==> src/cart_pkg.sv <==
`default_nettype none

package cart_pkg;

    //////////////////////////////////////////////////
    // mapper selection
    //////////////////////////////////////////////////

    typedef enum logic [1:0] {
        map_none  = 2'd0,
        map_nrom  = 2'd1,
        map_uxrom = 2'd2,
        map_cnrom = 2'd3
    } mapper_id_t;

    // nametable mirroring
    typedef enum logic {
        mirror_horz = 1'b0,
        mirror_vert = 1'b1
    } mirror_t;

    // prg_log2 sits in the low bits of the config word
    typedef struct packed {
        logic       spare;
        mirror_t    mirror;
        logic [4:0] prg_log2;   // 0 leaves PRG unmasked
    } map_args_t;

endpackage

`default_nettype wire

==> src/map_config.sv <==
`timescale 1ns/100ps
`default_nettype none

module map_config (
    input  logic                   m2,
    input  logic                   async_reset,
    input  logic [31:0]            wr_reg,
    input  logic [3:0]             wr_reg_addr,
    input  logic                   wr_reg_changed,
    output cart_pkg::mapper_id_t   select,
    output cart_pkg::map_args_t    args
);
    import cart_pkg::*;

    // two sync stages and a third that holds the previous level
    logic [2:0] chg_sync;
    logic       chg_seen;

    assign chg_seen = chg_sync[2] ^ chg_sync[1];

    always_ff @(posedge m2 or posedge async_reset) begin
        if (async_reset) begin
            chg_sync <= '0;
            select   <= map_none;
            args     <= '0;
        end else begin
            chg_sync <= {chg_sync[1:0], wr_reg_changed};
            // only register 0 carries the mapper config
            if (chg_seen && wr_reg_addr == 4'd0) begin
                select <= mapper_id_t'(wr_reg[1:0]);
                args   <= map_args_t'(wr_reg[8:2]);
            end
        end
    end

    //////////////////////////////////////////////////
    // checks
    //////////////////////////////////////////////////

    // a stale or undriven config word must not leak into the slot select
    a_select_known: assert property (
        @(posedge m2) disable iff (async_reset) !$isunknown(select)
    ) else $error("map_config: select is unknown");

endmodule

`default_nettype wire

==> config.mk <==
export PLATFORM = sky130hd
export DESIGN_NAME = map_config
export DESIGN_NICKNAME = d
export VERILOG_FILES = /design/src/cart_pkg.sv /design/src/map_config.sv
export SDC_FILE = /design/constraint.sdc
export NUM_CORES = 1
export LEC_CHECK = 0
export ABC_AREA = 1
export BUFFER_PORTS_ARGS = -buffer_cell sky130_fd_sc_hd__buf_4
export CAP_MARGIN = 0
export CORE_ASPECT_RATIO = 1.1
export CORE_MARGIN = 3
export CORE_UTILIZATION = 34
export CTS_CLUSTER_SIZE = 28
export DETAILED_ROUTE_END_ITERATION = 7
export HOLD_SLACK_MARGIN = 0.12
export MAX_ROUTING_LAYER = met4
export PLACE_DENSITY_LB_ADDON = 0.25
export SYNTH_ARGS = -nofsm -noshare
export SYNTH_HDL_FRONTEND = slang
export SYNTH_SLANG_ARGS = --single-unit
==> constraint.sdc <==
create_clock -name m2 -period 1.04 [get_ports m2]
set_input_delay 0.104 -clock m2 [delete_from_list [all_inputs] [get_ports m2]]
set_output_delay 0.104 -clock m2 [all_outputs]
set_load 0.05 [all_outputs]
==> metrics.txt <==
status=complete, but fails checks; violated checks=setup timing; main area contributors after synthesis=dfrtp_1, nand2_1, nand3_1; Startpoint Class=register; actual slew at the worst max-slew pin=0.454 ns; Avg Synthesized Cell Area=9.91 um^2; Post-Synth XOR/XNOR Area=0%; H-Tree Depth=1; placed cells=92; static leakage=0.000476 uW; final hold vios=0; Clock transition at path regs=0.07 ns; Peak VDD IR=760 uV; max-cap check violation count=0; CP max stage cell=dfrtp_1; Buffers on Ports=24; DR pass1 iterations=4; top cell type's share of synthesized area=58.3%; Post-Syn Instances=52; most common cell in the synthesized netlist=nand2_1; Worst EP arrival=1.20 ns; routability cong.=0.588; die width=43.1 um; WP data required=1.20 ns; WS Path Type=register to register; Site Rows=14; main combinational cell family by area after synthesis=simple AND/OR/NAND/NOR gates; Highest Signal Layer=met3; DR vias=480; first-pass GRT wire length=1.86 mm; fin area=865 um^2; final core utilization=61.7%; Fill cells=129; delay-heaviest family, CP=simple AND/OR/NAND/NOR gates; vias per inst=4.49; Final Net Count=132; number of buffer and inverter stages on the critical path=1; Post-DRT Antenna Nets=0; R2R cell count=6; cell area after synthesis=515 um^2; post-synthesis sequential area ratio=58.3%; drt initial violations=4; Core ar.=1400 um^2; Num CTS Buffers=3; Final setup viols=2; Post-synth ARST share=100%; wire per inst=10.9 um; # IOs=48; clk sinks=12; worst relative slew slack=69.7%; CTS tree=built; CTS Buffer Depth=2; Post-Syn Nets=91; skew final=0.00269 ns; GRT Util Overall=13.5%; Largest stage delay, worst path=0.42 ns; DRT met1 WL=491 um; clock period minus worst slack=1.04 ns; largest net degree at the start of global routing=13; Root Buffer=clkbuf_4; crit-path max FO=9; Area Growth Syn to Fin=67.7%; Post-CTS Setup Bufs=0; post-synthesis adder-cell area fraction=0%; met2 routed WL=630 um; post-synthesis compound-gate area fraction=0%; Ys Warns=0; Met3 Wirelength=49 um; Slew Limit Fails=0; Top cell by count, worst path=nand2_1; Synth Flop Type=dfrtp_1; CP Capture Type=register; Post-synth EDFFs=0; total grt overflow=0; Power per Cell Area=1720 nW/um^2; hold depth=6; area leader, netlist=dfrtp_1; Non-Filler Instances=107; DRC=0; antenna violations before repair=0; multiplexer share of the synthesized area=0%; ratio of final minimum period to clock period=100%; ant diodes=0; vias in the first global route=429; total wire length=1.17 mm; clk_lat worst skew=0.26 ns; Cell variety after synth=9; crit path cell chain=nand2_1 -> inv_2 -> nor2_8 -> nand2_8 -> nand2_1 -> nand2_1; Simple-Gate Fraction of Synth Area=37.4%; Peak Freq=0.958 GHz; Die Area=2020 um^2; Crit path depth=6; hold crit path type=input port to register; placed cell area=716 um^2; Die Y=46.8 um; Initial Util=36.8%; dpl hpwl=739 um; layout cell share with drive strength beyond 1=39.6%; RSZ-0062 raised after global routing=yes; post-route setup slack=-0.00406 ns; Commonest cells post-synth=nand2_1, dfrtp_1, nand3_1, inv_1, inv_2; Yosys reg bits=12
[metrics by stage]
stage               hold WS, ns   TNS, ns  total power (uW)  worst slack [ns]
floorplan               -0.0313         0               981            0.0810
global placement          0.138         0              1170           0.00688
detailed placement        0.147  -0.00344              1180          -0.00344
CTS                       0.267   -0.0106              1490          -0.00667
global route              0.292    -0.489              1560           -0.0678
finish                    0.265  -0.00538              1490          -0.00406
[what timing repair did]
item	4_1_cts	5_1_grt
hold buffers	11	0
setup endpoints to repair	9	9
gates cloned	1	0
gates resized for setup	1	0
endpoints found under the hold margin	22	0
[worst paths after layout]
path | from | endpoint | slack [ns]
min in group asynchronous | async_reset | chg_sync[1] | 0.40
max | chg_sync[1] | args[1] | -0.004
max in group asynchronous | async_reset | args[5] | 0.33
max reg2reg | chg_sync[1] | args[1] | -0.004
min | wr_reg_addr[3] | select[1] | 0.27
min reg2reg | chg_sync[0] | chg_sync[1] | 0.35
[worst reg2reg max path, stage by stage (launching register included)]
cell     delay (ns)
dfrtp_1        0.42
nand2_1        0.09
inv_2          0.07
nor2_8         0.15
nand2_8        0.09
nand2_1        0.08
nand2_1        0.04
[power by group]
| part | total [uW] | leakage [uW] | internal (uW) | switching (uW) |
|---|---|---|---|---|
| Clock | 277 | 0.0000138 | 134 | 144 |
| Sequential | 597 | 0.000149 | 550 | 47.5 |
| Combinational | 612 | 0.000313 | 206 | 406 |
| Total | 1490 | 0.000476 | 889 | 598 |
[per-layer routing]
metal / up-vias / track usage (%)
met5: - / -
met2: 14 / 21.8
li1: 243 / -
met1: 223 / 16.3
met4: 0 / 9.04
met3: 0 / 1.15
[cell families (layout without fill, tap and decap cells)]
kind of cell | after synthesis | in the layout
and+or+nand+nor | 34 | 35
DFF | 12 | 12
buffers and inverters | 6 | 44
[cell type report]
class | count | area [um^2] | area share [%]
Clock buffer | 3 | 22.5 | 2.60
Inverter | 6 | 22.5 | 2.60
Multi-Input combinational cell | 35 | 209 | 24.2
Sequential cell | 12 | 300 | 34.7
Tap cell | 16 | 20.0 | 2.32
Timing Repair Buffer | 35 | 290 | 33.6
[layout by cell type (no fill, tap or decap)]
master	netlist	layout
nand3_1	9	9
inv_2	3	3
nand2_2	1	1
nor2_8	2	2
buf_4	0	24
dfrtp_1	12	12
inv_1	3	3
nand2_1	20	20
clkbuf_4	0	3
nand2_8	1	1
dlygate4sd3_1	0	11
nor2_4	0	2
[flip-flops by register name, summed over array words and instances, names as in the netlist]
name,count
select,2
chg_sync,3
args,7
(Power assumes the default switching activity.)
